<file path="config.mk">
export PLATFORM = sky130hd
export DESIGN_NAME = stq_drain
export DESIGN_NICKNAME = d
export VERILOG_FILES = /design/src/source/stq_pkg.sv /design/src/source/stq_drain.sv
export VERILOG_INCLUDE_DIRS = /design/src /design/src/source
export SDC_FILE = /design/constraint.sdc
export NUM_CORES = 1
export LEC_CHECK = 0
export ABC_AREA = 1
export BUFFER_PORTS_ARGS = -buffer_cell sky130_fd_sc_hd__buf_2
export CAP_MARGIN = 15
export CORE_AREA = 2 2 353 355
export DETAILED_ROUTE_END_ITERATION = 10
export DIE_AREA = 0 0 355 357
export PLACE_DENSITY = 0.45
export SLEW_MARGIN = 5
export SYNTH_ARGS = -nofsm -noshare
export SYNTH_HDL_FRONTEND = slang
export SYNTH_SLANG_ARGS = --single-unit
</file>
<file path="constraint.sdc">
create_clock -name vclk -period 5.7
set_input_delay 0.57 -clock vclk [all_inputs]
set_output_delay 0.57 -clock vclk [all_outputs]
set_load 0.01 [all_outputs]
</file>
<file path="src/source/stq_config.svh">
`ifndef STQ_CONFIG_SVH
`define STQ_CONFIG_SVH

// Queue geometry
`define STQ_DEPTH  8
`define STQ_IDX_W  3   // log2 of depth

// Datapath
`define STQ_ADDR_W 32
`define STQ_DATA_W 64
`define STQ_BYTES  8   // Lanes per doubleword
`define STQ_OFS_W  3   // Byte offset inside a doubleword

`endif
</file>
<file path="src/source/stq_pkg.sv">
`include "stq_config.svh"

package stq_pkg;

  // Access size, byte count is 1 << size
  typedef enum logic [1:0] {
    SIZE_B = 2'd0,
    SIZE_H = 2'd1,
    SIZE_W = 2'd2,
    SIZE_D = 2'd3
  } stq_size_e;

  typedef logic [7:0]            stq_byte_t;
  typedef logic [`STQ_BYTES-1:0] stq_strb_t;
  typedef logic [`STQ_DEPTH-1:0] stq_ptr_oh_t;
  typedef logic [`STQ_IDX_W-1:0] stq_idx_t;

  // One doubleword, whole or lane by lane
  typedef union packed {
    logic [`STQ_DATA_W-1:0]     dw;
    stq_byte_t [`STQ_BYTES-1:0] lanes;
  } stq_dword_u;

  // Byte enables of an access inside its doubleword
  function automatic stq_strb_t size_strb(stq_size_e size, logic [`STQ_OFS_W-1:0] ofs);
    stq_strb_t base;
    case (size)
      SIZE_B:  base = stq_strb_t'(1);
      SIZE_H:  base = stq_strb_t'(3);
      SIZE_W:  base = stq_strb_t'(15);
      default: base = '1;
    endcase
    return base << ofs;
  endfunction

  function automatic stq_idx_t oh_to_idx(stq_ptr_oh_t oh);
    stq_idx_t idx;
    idx = '0;
    for (int i = 0; i < `STQ_DEPTH; i++) begin
      if (oh[i]) begin
        idx = idx | stq_idx_t'(i);
      end
    end
    return idx;
  endfunction

endpackage

</file>
<file path="src/source/stq_drain.sv">
`timescale 1ns/100ps
`include "stq_config.svh"

module stq_drain (
  // Queue contents
  input  stq_pkg::stq_ptr_oh_t   i_ent_valid,
  input  stq_pkg::stq_ptr_oh_t   i_ent_cmt,
  input  logic [`STQ_ADDR_W-1:0] i_ent_addr [`STQ_DEPTH],
  input  stq_pkg::stq_size_e     i_ent_size [`STQ_DEPTH],
  input  logic [`STQ_DATA_W-1:0] i_ent_data [`STQ_DEPTH],
  input  stq_pkg::stq_ptr_oh_t   i_out_ptr_oh,

  // Store buffer request
  output logic                   o_sb_valid,
  output logic [`STQ_ADDR_W-1:0] o_sb_addr,
  output stq_pkg::stq_strb_t     o_sb_strb,
  output stq_pkg::stq_dword_u    o_sb_data,
  input  logic                   i_sb_ready,

  output logic [1:0]             o_pop_cnt
);

  stq_pkg::stq_idx_t   w_head_idx;
  stq_pkg::stq_idx_t   w_next_idx;
  logic                w_head_rdy;
  logic                w_next_rdy;
  logic                w_same_dw;
  logic                w_merge;
  stq_pkg::stq_strb_t  w_head_strb;
  stq_pkg::stq_strb_t  w_next_strb;
  stq_pkg::stq_dword_u w_head_data;
  stq_pkg::stq_dword_u w_next_data;

  // ==========================================================================
  // Head and next-oldest entries
  // ==========================================================================
  assign w_head_idx = stq_pkg::oh_to_idx(i_out_ptr_oh);
  assign w_next_idx = w_head_idx + stq_pkg::stq_idx_t'(1);

  assign w_head_rdy = i_ent_valid[w_head_idx] & i_ent_cmt[w_head_idx];
  assign w_next_rdy = i_ent_valid[w_next_idx] & i_ent_cmt[w_next_idx];

  assign w_head_strb = stq_pkg::size_strb(i_ent_size[w_head_idx],
                                          i_ent_addr[w_head_idx][`STQ_OFS_W-1:0]);
  assign w_next_strb = stq_pkg::size_strb(i_ent_size[w_next_idx],
                                          i_ent_addr[w_next_idx][`STQ_OFS_W-1:0]);

  assign w_head_data.dw = i_ent_data[w_head_idx] <<
                          {i_ent_addr[w_head_idx][`STQ_OFS_W-1:0], 3'b000};
  assign w_next_data.dw = i_ent_data[w_next_idx] <<
                          {i_ent_addr[w_next_idx][`STQ_OFS_W-1:0], 3'b000};

  assign w_same_dw = i_ent_addr[w_head_idx][`STQ_ADDR_W-1:`STQ_OFS_W] ==
                     i_ent_addr[w_next_idx][`STQ_ADDR_W-1:`STQ_OFS_W];

  // Pair only when both are committed and share a doubleword
  assign w_merge = w_head_rdy & w_next_rdy & w_same_dw;

  // ==========================================================================
  // Request toward the store buffer
  // ==========================================================================
  assign o_sb_valid = w_head_rdy;
  assign o_sb_addr  = {i_ent_addr[w_head_idx][`STQ_ADDR_W-1:`STQ_OFS_W], {`STQ_OFS_W{1'b0}}};
  assign o_sb_strb  = w_merge ? (w_head_strb | w_next_strb) : w_head_strb;

  always_comb begin
    o_sb_data = w_head_data;
    for (int b = 0; b < `STQ_BYTES; b++) begin
      if (w_merge && w_next_strb[b]) begin
        o_sb_data.lanes[b] = w_next_data.lanes[b];  // Younger store wins
      end
    end
  end

  always_comb begin
    if (o_sb_valid && i_sb_ready) begin
      o_pop_cnt = w_merge ? 2'd2 : 2'd1;
    end else begin
      o_pop_cnt = 2'd0;
    end
  end

  // Every request carries at least one byte
  always_comb begin
    if (o_sb_valid) begin
      a_strb_nonzero: assert (o_sb_strb != '0)
        else $error("store buffer request with empty strobe");
    end
  end

endmodule

</file>
---- After elaboration in Yosys (flattened, before gate mapping) ----
Index checks and enable logic that the tools add are counted.
storage, ports and cells
  register bits after elaboration ......... 0
  output and inout port bits .............. 107
  logic and storage cells ................. 78
  input port bits ......................... 809
cells by class
  $lt $le $gt $ge ......................... 4
  $add $sub $neg .......................... 1
  shift operators ......................... 4
  equal/unequal tests ..................... 5
  mux-type cells .......................... 46
  bitwise gates (word level) .............. 7
  reduce and logical (&&, ||, !) cells .... 11
operator list
  cell                                                                   count
  64-bit binary-select mux with 3-bit select                             2
  64-bit 2-to-1 mux                                                      4
  32-bit binary-select mux with 3-bit select                             2
  32-bit 2-to-1 mux                                                      4
  64-bit by 6-bit << shifter with 64-bit output                          2
  8-bit 2-to-1 mux                                                       9
  8-bit case mux with 3 select lines                                     2
  29-bit == test                                                         1
  2-bit 2-to-1 mux                                                       8
  8-bit by 3-bit << shifter with 8-bit output                            2
  1-bit binary-select mux with 3-bit select                              4
  2-bit binary-select mux with 3-bit select                              2
  3-bit 2-to-1 mux                                                       4
  1-bit logical AND                                                      9
  4-bit >= comparator (second input constant)                            2
  3-bit by 4-bit < comparator with 1-bit output (second input constant)  2
  3-bit inverter with 4-bit output                                       2
  8-bit OR                                                               1
  1-bit 2-to-1 mux                                                       5
  1-bit AND                                                              4
  2-bit by 1-bit == test with 1-bit output (second input constant)       2
  2-bit == test (second input constant)                                  2
  2-bit zero test                                                        2
  3-bit by 1-bit adder with 3-bit output (second input constant)         1

---- Longest topological paths before layout ----
  depth in word-level cells ............... 17
  gate-level depth with buffers ........... 27
  mapped depth without buffers ............ 20

---- Least setup slack after synthesis ----
No wires, ideal clock.
  path kind ............................... input port to output port
  from .................................... input i_out_ptr_oh[1]
  to ...................................... output o_sb_data[32] (netlist bit)
  arrival ................................. 3896 ps
  stages .................................. 24
  setup slack ............................. 1234 ps
  path buffers ............................ 9
  required time ........................... 5130 ps
  cells stage by stage .................... nor2_2 -> nand2_2 -> buf_2 -> buf_4 -> buf_2 -> buf_2 -> buf_2 -> ha_1 -> clkbuf_1 -> inv_2 -> buf_2 -> clkbuf_1 -> nand3_1 -> nand2_1 -> nand2_1 -> nand2_1 -> inv_2 -> buf_2 -> nor2_2 -> nand2_1 -> o21ai_2 -> nand2_2 -> nand2_1 -> nand2_1
RTL lines
  item             line             source
  start, declared  stq_drain.sv:11  input stq_pkg::stq_ptr_oh_t i_out_ptr_oh,
  end, declared    stq_drain.sv:17  output stq_pkg::stq_dword_u o_sb_data,

==> flow_results.org <==
** Status
- The run finished with clean final reports.

** Worst hold path
- The worst hold path passes through 4 cells.
- The min-delay analysis places its worst path in the category in -> out.
- The startpoint identified for the worst hold timing path is i_sb_ready.

** Pwr
- The worst-case IR drop observed on VDD is about 0.000057 V.
- Combinational share of power :: 100.0%
- Cell internal power was estimated by the tool at roughly 0.001 W.
- Net switching is ~70% of the power.
- The share of total power dissipated in sequential elements is 0%.
- For this design the ratio of total power to cell area is approximately 110 nW/um2.
- Clock group share of total power :: 0%
- Leakage dissipation :: 14.8 nW
- Switching power :: around 0.0022 W

** Run
- Across the run, the number of max-cap violations was 0.

** Global route
- Antenna violations before repair :: around 130
- Largest net degree at the start of global routing :: 230
- Wire length of the first global-routing pass :: ~250,000 um
- In the global route stage, overall resource usage came out at approximately 28%.
- Vias in the first global route :: around 33,000
- Global routing finished with a remaining overflow of 0.

** Yosys
- Multiplexer cells account for 0% of the synthesized area.
- Synthesized-area fraction occupied by adder cells :: 0.0581%
- During synthesis, Yosys emitted a total of 0 warnings.
- The mapped netlist covers around 22,000 um2.
- Post-Synth Simple-Gate Area :: a little over three fifths
- Largest area contributor in the netlist :: nand2_1
- In the synthesized netlist, the number of instances is roughly 4,800.
- Complex-gate fraction of the synthesized area :: between 20% and 30%
- Synth Area in XOR/XNOR :: 0%
- Synthesis instantiated 32 different standard cells from the library.
- Largest cells by area after synthesis :: nand2_1, nand3_1, o211ai_1
- Main combinational cell family by area after synthesis :: simple AND/OR/NAND/NOR gates
- A synthesized cell averages about 4.5 um2.
- The share of synthesized area in the top cell type comes to between 30 and 40%.
- The share of the Yosys chip area taken by registers is 0%.

** Timing
- Final-report setup violation count :: 0
- Period Utilization, post-route :: 90.0%
- Max Freq :: about 200 MHz
- Headroom to the max-slew limit came out at 18.4%.
- Setup TNS :: 0 ps
- Final critical-path setup slack :: between 500 and 600 ps
- Setup repair after global routing left no endpoint under its margin.
- At the pin with the least slew margin, the transition time is about 1200 ps.
- The final count of pins violating max slew is 0.
- Subtracting the final worst setup slack from the clock period gives approximately 5100 ps.
- Final hold violation count :: 0

** Drt
- The detailed router finished its first iteration with roughly 4,100 violations.
- The count of nets left with antenna violations once routing finished came out at 0.
- Via density per instance :: slightly above 5
- In the routed design, unresolved DRC markers number 0.
- Before antenna repair, the detailed router went through 9 iterations.
- In the final routed layout, each cell accounts on average for 26.2 um.
- DR vias :: ~36,000
- For this block, the routed nets add up to 186,000 um of wire.

** Place
- In this run the tool buffered the top-level ports with approximately 910 buffer cells.
- Gp weighted congestion :: 1.01
- Placed wire-length estimate :: 154,000 um
- OpenSTA, run right after detailed placement, puts the worst setup slack at 527 ps.

** Floorplan
- The total area inside the core boundary comes to 123,000 um2.
- Number of core rows :: around 130
- Width of the die :: between 300 and 400 um
- During I/O placement, the number of pins put on the boundary was between 900 and 1,000.
- Initial standard-cell utilization of the core :: roughly 18%
- Die Span Y :: approximately 360 um
- DIE AREA :: about 130,000 um2

** Setup path
- Data on the critical path is required at its endpoint by just over 5000 ps.
- The worst setup path is captured at a primary output.
- Signal arrival time at the worst endpoint :: around 4600 ps
- In this run the worst path has a maximum fanout of between 40 and 50.
- Timing startpoint of the critical path :: i_out_ptr_oh[3]
- STA classifies the critical path startpoint as an input pin.
- Critical path class :: in -> out

** Final layout
- Registers take 0 um2.
- From synthesis to final layout, the design area changed by 29.6%.
- The clock buffers instantiated in the layout total 0.
- Number of sequential cells in the layout :: 0
- The post-route netlist has between 10% and 20% of its cells at a drive strength greater than 1.
- Final #Nets :: 6,208

** Clock tree
- Hold_buf cts :: 0
- Count of instances resized after the clock tree is built :: 0
- Buffers added to address setup during post-CTS repair amount to 0.
layer usage:
layer | global-route usage, % | vias up | share of wire [%]
met2 | 49.2 | 1942 | 49
met4 | 18.2 | 52 | 7.6
li1 | - | 17192 | -
met5 | 0 | - | 0.17
met3 | 4.79 | 404 | 7.4
met1 | 30.3 | 16852 | 36
metrics by stage:
| stage | area, um2 | total power (W) | hold slack, ps | utilization, % | cells |
|---|---|---|---|---|---|
| floorplan | 21500 | 0.00160 | 1270 | - | 4782 |
| global placement | 27700 | 0.00312 | 1640 | 22.6 | 7033 |
| detailed placement | 27700 | 0.00313 | 1640 | 22.6 | 7033 |
| CTS | 27700 | 0.00314 | 1640 | 22.6 | 7033 |
| global route | 27900 | 0.00340 | 1650 | 22.7 | 7077 |
| finish | 27900 | 0.00316 | 1600 | 22.7 | 7101 |
power groups by stage:
stage / logic (W) / clock network [W] / registers (W)
floorplan: 0.00160 / 0 / 0
global placement: 0.00312 / 0 / 0
detailed placement: 0.00313 / 0 / 0
CTS: 0.00314 / 0 / 0
global route: 0.00340 / 0.00000000104 / 0
finish: 0.00316 / 0.00000000154 / 0
kinds of logic (layout without fill, tap and decap cells):
family	after synthesis	after routing
simple gates	3221	3221
buf+inv	727	1341
fa+ha+maj	1	1
compound gates	830	830
other cells	1	71
path summary, 6_finish.rpt:
path / endpoint / slack, ps
max: o_sb_data[36] / 570
min: o_pop_cnt[1] / 1600
critical path: stages:
cell	delay, ps
buf_2	120
nor2_4	250
nand2_8	250
ha_4	390
buf_12	240
buf_12	290
buf_12	260
a21oi_1	60
o21ai_0	90
nand2_1	160
o21ai_0	470
inv_1	80
nand2_1	90
a21oi_1	110
o21ai_0	530
nand3_1	160
nand2_1	160
buf_2	170
Yosys cell counts (all sizes together):
cell,instances
nand2,1953
nand3,1090
o21ai,367
inv,310
buf,253
o211ai,244
a21oi,198
clkbuf,163
nor2,153
nand3b,16
o22ai,16
nand4,4
and2,3
o21a,3
nor3,2
a211oi,1
clkinv,1
conb,1
ha,1
o31ai,1
cell type report:
class | count | area (um2)
antenna | 68 | 170
fill | 14881 | 95100
inverter | 311 | 1180
multi-input combinational | 4055 | 18600
tap | 1637 | 2050
timing repair buffer | 1030 | 5930
placed cells by master (no fill, tap or decap), types with 3 or more instances in the layout:
cell	instances
nand2_1	1943
nand3_1	1086
buf_2	912
o21ai_0	337
inv_1	301
o211ai_1	244
a21oi_1	197
nor2_1	142
buf_4	80
diode_2	68
buf_12	38
o21ai_1	22
nand3b_1	16
o22ai_1	16
inv_2	6
nor2_2	6
nor2_4	5
o21ai_4	5
nand2_2	5
nand4_1	4
nand2_4	4
o21ai_2	3
and2_1	3
o21a_1	3
conb_1	3
No activity file was read; power rests on OpenSTA's default activity.
