File: config.mk
export PLATFORM = sky130hd
export DESIGN_NAME = stq_alloc
export DESIGN_NICKNAME = d
export VERILOG_FILES = /design/src/source/stq_pkg.sv /design/src/source/stq_alloc.sv
export VERILOG_INCLUDE_DIRS = /design/src /design/src/source
export SDC_FILE = /design/constraint.sdc
export NUM_CORES = 1
export LEC_CHECK = 0
export BUFFER_PORTS_ARGS = -buffer_cell sky130_fd_sc_hd__buf_4
export CORE_AREA = 2 2 356 358
export CTS_CLUSTER_DIAMETER = 80
export DETAILED_ROUTE_END_ITERATION = 12
export DIE_AREA = 0 0 358 360
export PLACE_DENSITY_LB_ADDON = 0.2
export SYNTH_ARGS = -nofsm -noshare
export SYNTH_HDL_FRONTEND = slang
export SYNTH_SLANG_ARGS = --single-unit
File: constraint.sdc
create_clock -name i_clk -period 10.1 [get_ports i_clk]
set_input_delay 0.505 -clock i_clk [delete_from_list [all_inputs] [get_ports i_clk]]
set_output_delay 0.505 -clock i_clk [all_outputs]
set_load 0.05 [all_outputs]
File: src/source/stq_config.svh
`ifndef STQ_CONFIG_SVH
`define STQ_CONFIG_SVH

// Queue geometry
`define STQ_DEPTH  8
`define STQ_IDX_W  3   // log2 of depth

// Datapath
`define STQ_ADDR_W 32
`define STQ_DATA_W 64
`define STQ_BYTES  8   // Lanes per doubleword
`define STQ_OFS_W  3   // Byte offset inside a doubleword

`endif
File: src/source/stq_pkg.sv
`include "stq_config.svh"

package stq_pkg;

  // Access size, byte count is 1 << size
  typedef enum logic [1:0] {
    SIZE_B = 2'd0,
    SIZE_H = 2'd1,
    SIZE_W = 2'd2,
    SIZE_D = 2'd3
  } stq_size_e;

  typedef logic [7:0]            stq_byte_t;
  typedef logic [`STQ_BYTES-1:0] stq_strb_t;
  typedef logic [`STQ_DEPTH-1:0] stq_ptr_oh_t;
  typedef logic [`STQ_IDX_W-1:0] stq_idx_t;

  // One doubleword, whole or lane by lane
  typedef union packed {
    logic [`STQ_DATA_W-1:0]     dw;
    stq_byte_t [`STQ_BYTES-1:0] lanes;
  } stq_dword_u;

  // Byte enables of an access inside its doubleword
  function automatic stq_strb_t size_strb(stq_size_e size, logic [`STQ_OFS_W-1:0] ofs);
    stq_strb_t base;
    case (size)
      SIZE_B:  base = stq_strb_t'(1);
      SIZE_H:  base = stq_strb_t'(3);
      SIZE_W:  base = stq_strb_t'(15);
      default: base = '1;
    endcase
    return base << ofs;
  endfunction

  function automatic stq_idx_t oh_to_idx(stq_ptr_oh_t oh);
    stq_idx_t idx;
    idx = '0;
    for (int i = 0; i < `STQ_DEPTH; i++) begin
      if (oh[i]) begin
        idx = idx | stq_idx_t'(i);
      end
    end
    return idx;
  endfunction

endpackage

File: src/source/stq_alloc.sv
`timescale 1ns/100ps
`include "stq_config.svh"

module stq_alloc (
  input  logic                   i_clk,
  input  logic                   i_reset_n,

  // Store input
  input  logic                   i_st_valid,
  input  logic [`STQ_ADDR_W-1:0] i_st_addr,
  input  stq_pkg::stq_size_e     i_st_size,
  input  logic [`STQ_DATA_W-1:0] i_st_data,
  output logic                   o_st_ready,

  input  logic                   i_commit,
  input  logic [1:0]             i_pop_cnt,    // From drain, 0..2

  // Entry state toward lookup and drain
  output stq_pkg::stq_ptr_oh_t   o_ent_valid,
  output stq_pkg::stq_ptr_oh_t   o_ent_cmt,
  output logic [`STQ_ADDR_W-1:0] o_ent_addr [`STQ_DEPTH],
  output stq_pkg::stq_size_e     o_ent_size [`STQ_DEPTH],
  output logic [`STQ_DATA_W-1:0] o_ent_data [`STQ_DEPTH],
  output stq_pkg::stq_ptr_oh_t   o_out_ptr_oh
);

  stq_pkg::stq_idx_t      r_in_ptr;
  stq_pkg::stq_idx_t      r_cmt_ptr;
  stq_pkg::stq_idx_t      r_out_ptr;
  stq_pkg::stq_idx_t      w_out_ptr_nxt;
  stq_pkg::stq_ptr_oh_t   r_ent_valid;
  stq_pkg::stq_ptr_oh_t   r_ent_cmt;
  stq_pkg::stq_ptr_oh_t   w_in_oh;
  stq_pkg::stq_ptr_oh_t   w_cmt_oh;
  stq_pkg::stq_ptr_oh_t   w_pop_oh;
  logic                   w_accept;
  logic [`STQ_OFS_W-1:0]  w_align_mask;

  logic [`STQ_ADDR_W-1:0] r_ent_addr [`STQ_DEPTH];
  stq_pkg::stq_size_e     r_ent_size [`STQ_DEPTH];
  logic [`STQ_DATA_W-1:0] r_ent_data [`STQ_DEPTH];

  assign o_st_ready = ~&r_ent_valid;  // Full when every slot holds a store
  assign w_accept   = i_st_valid & o_st_ready;

  assign w_in_oh      = stq_pkg::stq_ptr_oh_t'(1) << r_in_ptr;
  assign w_cmt_oh     = stq_pkg::stq_ptr_oh_t'(1) << r_cmt_ptr;
  assign o_out_ptr_oh = stq_pkg::stq_ptr_oh_t'(1) << r_out_ptr;

  // Slots freed by drain this cycle
  assign w_out_ptr_nxt = r_out_ptr + stq_pkg::stq_idx_t'(1);
  always_comb begin
    w_pop_oh = '0;
    if (i_pop_cnt != 2'd0) begin
      w_pop_oh[r_out_ptr] = 1'b1;
    end
    if (i_pop_cnt == 2'd2) begin
      w_pop_oh[w_out_ptr_nxt] = 1'b1;
    end
  end

  // ==========================================================================
  // Pointers and entry flags
  // ==========================================================================
  always_ff @(posedge i_clk or negedge i_reset_n) begin
    if (!i_reset_n) begin
      r_in_ptr    <= '0;
      r_cmt_ptr   <= '0;
      r_out_ptr   <= '0;
      r_ent_valid <= '0;
      r_ent_cmt   <= '0;
    end else begin
      if (w_accept) begin
        r_in_ptr <= r_in_ptr + stq_pkg::stq_idx_t'(1);
      end
      if (i_commit) begin
        r_cmt_ptr <= r_cmt_ptr + stq_pkg::stq_idx_t'(1);
      end
      r_out_ptr   <= r_out_ptr + stq_pkg::stq_idx_t'(i_pop_cnt);
      r_ent_valid <= (r_ent_valid & ~w_pop_oh) | (w_accept ? w_in_oh : '0);
      r_ent_cmt   <= (r_ent_cmt & ~w_pop_oh) | (i_commit ? w_cmt_oh : '0);
    end
  end

  // Store payload
  always_ff @(posedge i_clk) begin
    if (w_accept) begin
      r_ent_addr[r_in_ptr] <= i_st_addr;
      r_ent_size[r_in_ptr] <= i_st_size;
      r_ent_data[r_in_ptr] <= i_st_data;
    end
  end

  assign o_ent_valid = r_ent_valid;
  assign o_ent_cmt   = r_ent_cmt;
  assign o_ent_addr  = r_ent_addr;
  assign o_ent_size  = r_ent_size;
  assign o_ent_data  = r_ent_data;

  // ==========================================================================
  // Checks
  // ==========================================================================
  assign w_align_mask = `STQ_OFS_W'((1 << i_st_size) - 1);

  // In pointer must always land on a free slot
  a_accept_free: assert property (@(posedge i_clk) disable iff (!i_reset_n)
    w_accept |-> !r_ent_valid[r_in_ptr])
    else $error("store accepted into a busy entry");

  a_commit_live: assert property (@(posedge i_clk) disable iff (!i_reset_n)
    i_commit |-> (r_ent_valid[r_cmt_ptr] && !r_ent_cmt[r_cmt_ptr]))
    else $error("commit without an uncommitted store");

  a_addr_align: assert property (@(posedge i_clk) disable iff (!i_reset_n)
    w_accept |-> ((i_st_addr[`STQ_OFS_W-1:0] & w_align_mask) == '0))
    else $error("misaligned store address");

endmodule

After elaboration in Yosys (flattened, before gate mapping)
Index checks and enable logic that the tools add are counted.
{"block": "word_totals", "reg_bits": 809, "output_inout_bits": 809, "word_cells": 74, "inputBits": 104}
{"block": "op_classes", "n_eq_ne": 1, "n_shift": 3, "magnitude_cmp": 6, "n_addsub": 4, "mux": 17, "bitwise": 8, "n_reduce_logical": 6}
{"op": "$bwmux 512", "count": 1}
{"op": "$bwmux 256", "count": 1}
{"op": "$demux 64 s3", "count": 1}
{"op": "$demux 32 s3", "count": 1}
{"op": "$mux 64", "count": 1}
{"op": "$mux 32", "count": 1}
{"op": "$mux 8", "count": 4}
{"op": "$or 8x8->8", "count": 3}
{"op": "$shl 1x3->8 const A", "count": 3}
{"op": "$and 8x8->8", "count": 2}
{"op": "$bwmux 16", "count": 1}
{"op": "$add 3x1->3 const B", "count": 3}
{"op": "$lt 3x4->1 const B", "count": 2}
{"op": "$not 8->8", "count": 1}
{"op": "$reduce_and 8->1", "count": 1}
{"op": "$demux 1 s3", "count": 2}
{"op": "$demux 2 s3", "count": 1}
{"op": "$ge 3x1->1 const B", "count": 2}
{"op": "$ge 4x4->1 const B", "count": 1}
{"op": "$lt 4x1->1 const B", "count": 1}
{"op": "$not 3->4", "count": 1}
{"op": "$add 3x2->3", "count": 1}
{"op": "$logic_and 1x1->1", "count": 3}
{"op": "$eq 2x2->1 const B", "count": 1}
{"op": "other kinds (5)", "count": 6}

Logic depth before layout (Yosys ltp)
{"block": "logic_depth", "ltp_word": 10, "depth_mapped": 6, "ltp_nobuf": 5}

Worst setup path before layout
Ideal clock, no wire load.
{"block": "synth_path", "path_type": "register to register", "startpoint": "reg r_ent_valid[2] (netlist: o_ent_valid[2])", "endpoint": "reg r_ent_addr, in the netlist o_ent_addr[224], enable pin", "setup_slack_ns": 1.609, "setup_time_ns": 0.675, "synth_period_minus_slack_ns": 8.491, "path_buffers": 1, "t_required_ns": 9.425, "stages_incl_launch_ff": 5, "arrival_time_ns": 7.816, "cell_sequence": "dfrtp_1 and4_4 buf_6 a21bo_2 nor3_1"}
{"block": "synth_via", "elab_chain_len": 3}
{"element": "start, declared", "line": "stq_alloc.sv:31", "source": "stq_pkg::stq_ptr_oh_t r_ent_valid;"}
{"element": "start signal, assigned", "line": "stq_alloc.sv:80", "source": "r_ent_valid <= (r_ent_valid & ~w_pop_oh) | (w_accept ? w_in_oh : '0);"}
{"element": "$reduce_and 8->1", "line": "stq_alloc.sv:43", "source": "assign o_st_ready = ~&r_ent_valid;"}
{"element": "$logic_not 1->1", "line": "stq_alloc.sv:43"}
{"element": "$and 1x1->1", "line": "stq_alloc.sv:44", "source": "assign w_accept = i_st_valid & o_st_ready;"}
{"element": "end signal, assigned by index", "line": "stq_alloc.sv:88", "source": "r_ent_addr[r_in_ptr] <= i_st_addr;"}
{"element": "end, declared", "line": "stq_alloc.sv:39", "source": "logic [`STQ_ADDR_W-1:0] r_ent_addr [`STQ_DEPTH];"}
No other way between the ends.
A chain may end at the register's enable or synchronous reset.

Worst setup path after layout
{"block": "layout_path", "startpoint": "reg r_ent_valid[7] (netlist: o_ent_valid[7])", "endpoint": "reg r_ent_addr, in the netlist o_ent_addr[43], enable pin"}
Same word-level chain as after synthesis.

==> impl_results.rst <==
.. list-table::
   :header-rows: 1

   * - Metric
     - Value
   * - Result of the run
     - finished clean
   * - Slowest stage delay, CP
     - 760 ps
   * - Number of nets with antenna violations after detailed routing
     - 0
   * - Number of setup buffers added after CTS
     - 0
   * - Buffer type at the clock tree root
     - clkbuf_16
   * - H-tree levels
     - 3
   * - Crit path arrival time
     - 3280 ps
   * - Worst IR Drop VDD
     - 227 uV
   * - Overall die area
     - 0.129 sq mm
   * - Unrepaired setup endpoints after global routing
     - false
   * - Multi-input gate area
     - 886 sq um
   * - Core footprint
     - 0.125 sq mm
   * - Largest buffer count on any clock path
     - 3
   * - Worst min-delay path endpoint
     - o_ent_data[119]$_DFFE_PP_
   * - Remaining design rule violation count
     - 0
   * - Net count after synthesis
     - 1,041
   * - Data required, critical path
     - 10,400 ps
   * - Clock sink count
     - 809
   * - Gate family responsible for the most delay along the worst path
     - simple AND/OR/NAND/NOR gates
   * - Fill count
     - 12,400
   * - Effective utilization at floorplan
     - 0.201
   * - Leakage component of the power
     - 13.9 nW
   * - Final WL
     - 83,000 microns
   * - Reg-to-reg critical path startpoint
     - o_ent_valid[7]$_DFF_PN0_
   * - Setup Skew
     - 17.2 ps
   * - Final count of hold timing violations
     - 0
   * - Weighted congestion reported at the end of routability-driven placement
     - 0.769
   * - Total of max-cap violations
     - 0
   * - HPWL after detailed placement
     - 58,900 microns
   * - Sequential cell area
     - 0.0242 sq mm
   * - Clock period minus final worst setup slack
     - 2990 ps
   * - Transition time at the pin with the least slew margin
     - 920 ps
   * - Count of boundary I/O pins
     - 913
   * - Clock-pin slew on the worst setup and hold paths
     - 60 ps
   * - Post-synthesis sequential area ratio
     - 0.964
   * - Share of layout cells above drive strength 1
     - 0.526
   * - Die Width
     - 358 microns
   * - GRT Resource Usage Total
     - 0.124
   * - Clock tree from TritonCTS
     - yes
   * - Largest net degree at the start of global routing
     - 48
   * - Setup slack after placement
     - 6980 ps
   * - Core occupancy in the finished layout
     - 0.299
   * - Max Transition Viols Final
     - 0
   * - Reg2reg setup slack
     - 7110 ps
   * - Post-detailed-route wirelength per cell
     - 22.5 microns
   * - First-pass GRT wire length
     - 112,000 microns
   * - Worst reg2reg endpoint
     - o_ent_addr[43]$_DFFE_PP_
   * - Endpoint class of the critical path
     - flop
   * - PD cells
     - 274 mW/mm^2
   * - Total vias in the final route
     - 13,400
   * - Layout Area Growth over Synthesis
     - 49.0%
   * - Total power of the final layout
     - 0.0102 W
   * - Average instance area after synthesis
     - 27.4 sq um
   * - Worst hold slack across all endpoints
     - 81.0 ps
   * - Total CTS buffers
     - 90
   * - Critical Path Start Type
     - flop
   * - CP cell instances
     - and4_1, a21o_1, nor2_4, buf_4
   * - TNS Setup
     - 0 ps
   * - Total standard cell area after synthesis
     - 0.0251 sq mm
   * - Die height
     - 360 microns
   * - Number of different library cells in the post-synthesis netlist
     - 38
   * - Latest clock arrival within the worst-skew pair
     - 680 ps
   * - Hold path cells
     - 1
   * - Fin crit share
     - 0.296
   * - Number of synthesized register bits
     - 809
   * - Crit Path Max Fanout
     - 44
   * - Min-delay worst type
     - in -> reg
   * - Routed vias/inst
     - 3.63
   * - Final setup vio count
     - 0
   * - Highest clock frequency the design can meet
     - 335 MHz
   * - DRC marker count from the first detailed-route iteration
     - 887
   * - Slowest CP cell
     - nor2_4
   * - Synth warn
     - 0
   * - Launch point of the worst hold path
     - i_st_data[55]
   * - Antenna violations before repair
     - 4
   * - Post-Syn Instances
     - 917
   * - Number of global-route vias before repair
     - 13,900
   * - # rows
     - 130
   * - Crit Path Class
     - reg -> reg
   * - Final global-route overflow total
     - 0
   * - Minimum setup slack in the final design
     - 7110 ps
   * - Slew margin rel.
     - 0.386
   * - Depth of the most critical reg-to-reg path
     - 4
   * - Buffer and inverter count on the worst path
     - 1
   * - First-pass detailed-route iteration total
     - 6
   * - Total Nets Final
     - 2,093
   * - Number of buffers inserted by port buffering
     - 912
==> worst max-delay path by stage <==
stage,slack [ps],start,to,cells past startpoint
2_1_floorplan,1610,o_ent_valid[2]$_DFF_PN0_,o_ent_addr[224]$_DFFE_PP_,4
3_3_place_gp,7010,i_st_valid,o_ent_addr[253]$_DFFE_PP_,6
3_5_place_dp,6980,i_st_valid,o_ent_addr[245]$_DFFE_PP_,6
4_1_cts,7020,o_ent_valid[7]$_DFF_PN0_,o_ent_data[84]$_DFFE_PP_,4
5_1_grt,6940,o_ent_valid[7]$_DFF_PN0_,o_ent_addr[43]$_DFFE_PP_,4
6_report,7110,o_ent_valid[7]$_DFF_PN0_,o_ent_addr[43]$_DFFE_PP_,4
==> cells in the mapped netlist (all sizes together) <==
| library cell | instances | share of area |
|---|---|---|
| and2 | 3 | 0.00075 |
| o21a | 1 | 0.00030 |
| mux2i | 1 | 0.00040 |
| a22o | 13 | 0.0045 |
| and4 | 2 | 0.00080 |
| mux2 | 1 | 0.00060 |
| buf | 5 | 0.0016 |
| xnor2 | 1 | 0.00035 |
| and4b | 2 | 0.00080 |
| fa | 1 | 0.00080 |
| inv | 10 | 0.0015 |
| nor3 | 2 | 0.00040 |
| a32o | 3 | 0.0012 |
| a32oi | 4 | 0.0014 |
| clkbuf | 1 | 0.00015 |
| a21boi | 2 | 0.0010 |
| o21ai | 1 | 0.00020 |
| a21oi | 2 | 0.00040 |
| nor4b | 2 | 0.00095 |
| edfxtp | 784 | 0.94 |
| a21bo | 1 | 0.00040 |
| xor2 | 2 | 0.00070 |
| dfrtp | 25 | 0.025 |
| nor2b | 6 | 0.0015 |
| ha | 19 | 0.0095 |
| a22oi | 4 | 0.0016 |
| o21ba | 1 | 0.00065 |
| nor2 | 8 | 0.0012 |
| nand2 | 6 | 0.00090 |
| a21o | 1 | 0.00030 |
| and4bb | 3 | 0.0015 |
==> per-layer routing <==
metal,up-vias,track usage,wire (microns),part of all wire
met5,-,0,0,0
met1,6838,0.133,30000,0.36
met3,114,0.0497,7730,0.093
met2,623,0.219,43000,0.52
li1,5842,-,-,-
met4,0,0.0400,2270,0.027
==> where the power goes <==
part	total, W	leakage, nW	switching (W)	internal (W)
Combinational	0.00270	5.07	0.00207	0.000627
Sequential	0.00441	7.43	0.000178	0.00423
Clock	0.00313	1.39	0.00135	0.00179
==> layout by cell type (no fill, tap or decap), drive strengths merged, types with 8 or more instances in the layout <==
cell type | synthesis | layout
edfxtp | 784 | 784
ha | 19 | 19
nor2 | 8 | 8
buf | 5 | 931
clkinv | 0 | 43
clkbuf | 1 | 112
inv | 10 | 17
a22o | 13 | 13
dfrtp | 25 | 25
dlygate4sd3 | 0 | 35
==> sequential cells by signal, summed over array words and instances (netlist names) <==
register / count
o_ent_addr: 256
o_ent_cmt: 8
o_ent_data: 512
o_ent_size: 16
o_ent_valid: 8
r_cmt_ptr: 3
r_in_ptr: 3
r_out_ptr: 3
==> worst register-to-register path: cells and delay by family (launching register included) <==
kind	cells	cell delay (ps)
DFF	1	410
buffers and inverters	1	710
AOI/OAI and AO/OA	1	300
and+or+nand+nor	2	1070
==> final cells by class <==
type                    instances  area share
clock inverters                55      0.0119
clock buffers                 112      0.0645
inverters                      10     0.00100
well taps                    1650      0.0553
flip-flops and latches        809       0.647
multi-input cells              92      0.0237
diodes                          4    0.000268
repair buffers                966       0.196
==> kinds of logic after synthesis <==
family / count (synthesis) / synth area share
compound gates: 33 / 0.0120
fa+ha+maj: 20 / 0.0103
buf+inv: 16 / 0.00324
mux: 2 / 0.000998
flops: 809 / 0.964
simple gates: 34 / 0.00878
xor+xnor: 3 / 0.00105
==> through the flow <==
stage               cell area (sq um)  cells
finish                          37400   3698
global route                    37300   3694
CTS                             37300   3694
detailed placement              34100   3492
global placement                34100   3492
floorplan                       25100    917
==> timing repair <==
action                                 4_1_cts  5_1_grt
hold buffers                                35        0
gates resized for setup                      0        0
endpoints found under the hold margin      261        0
Note: power is estimated with default switching activity, not from simulation.
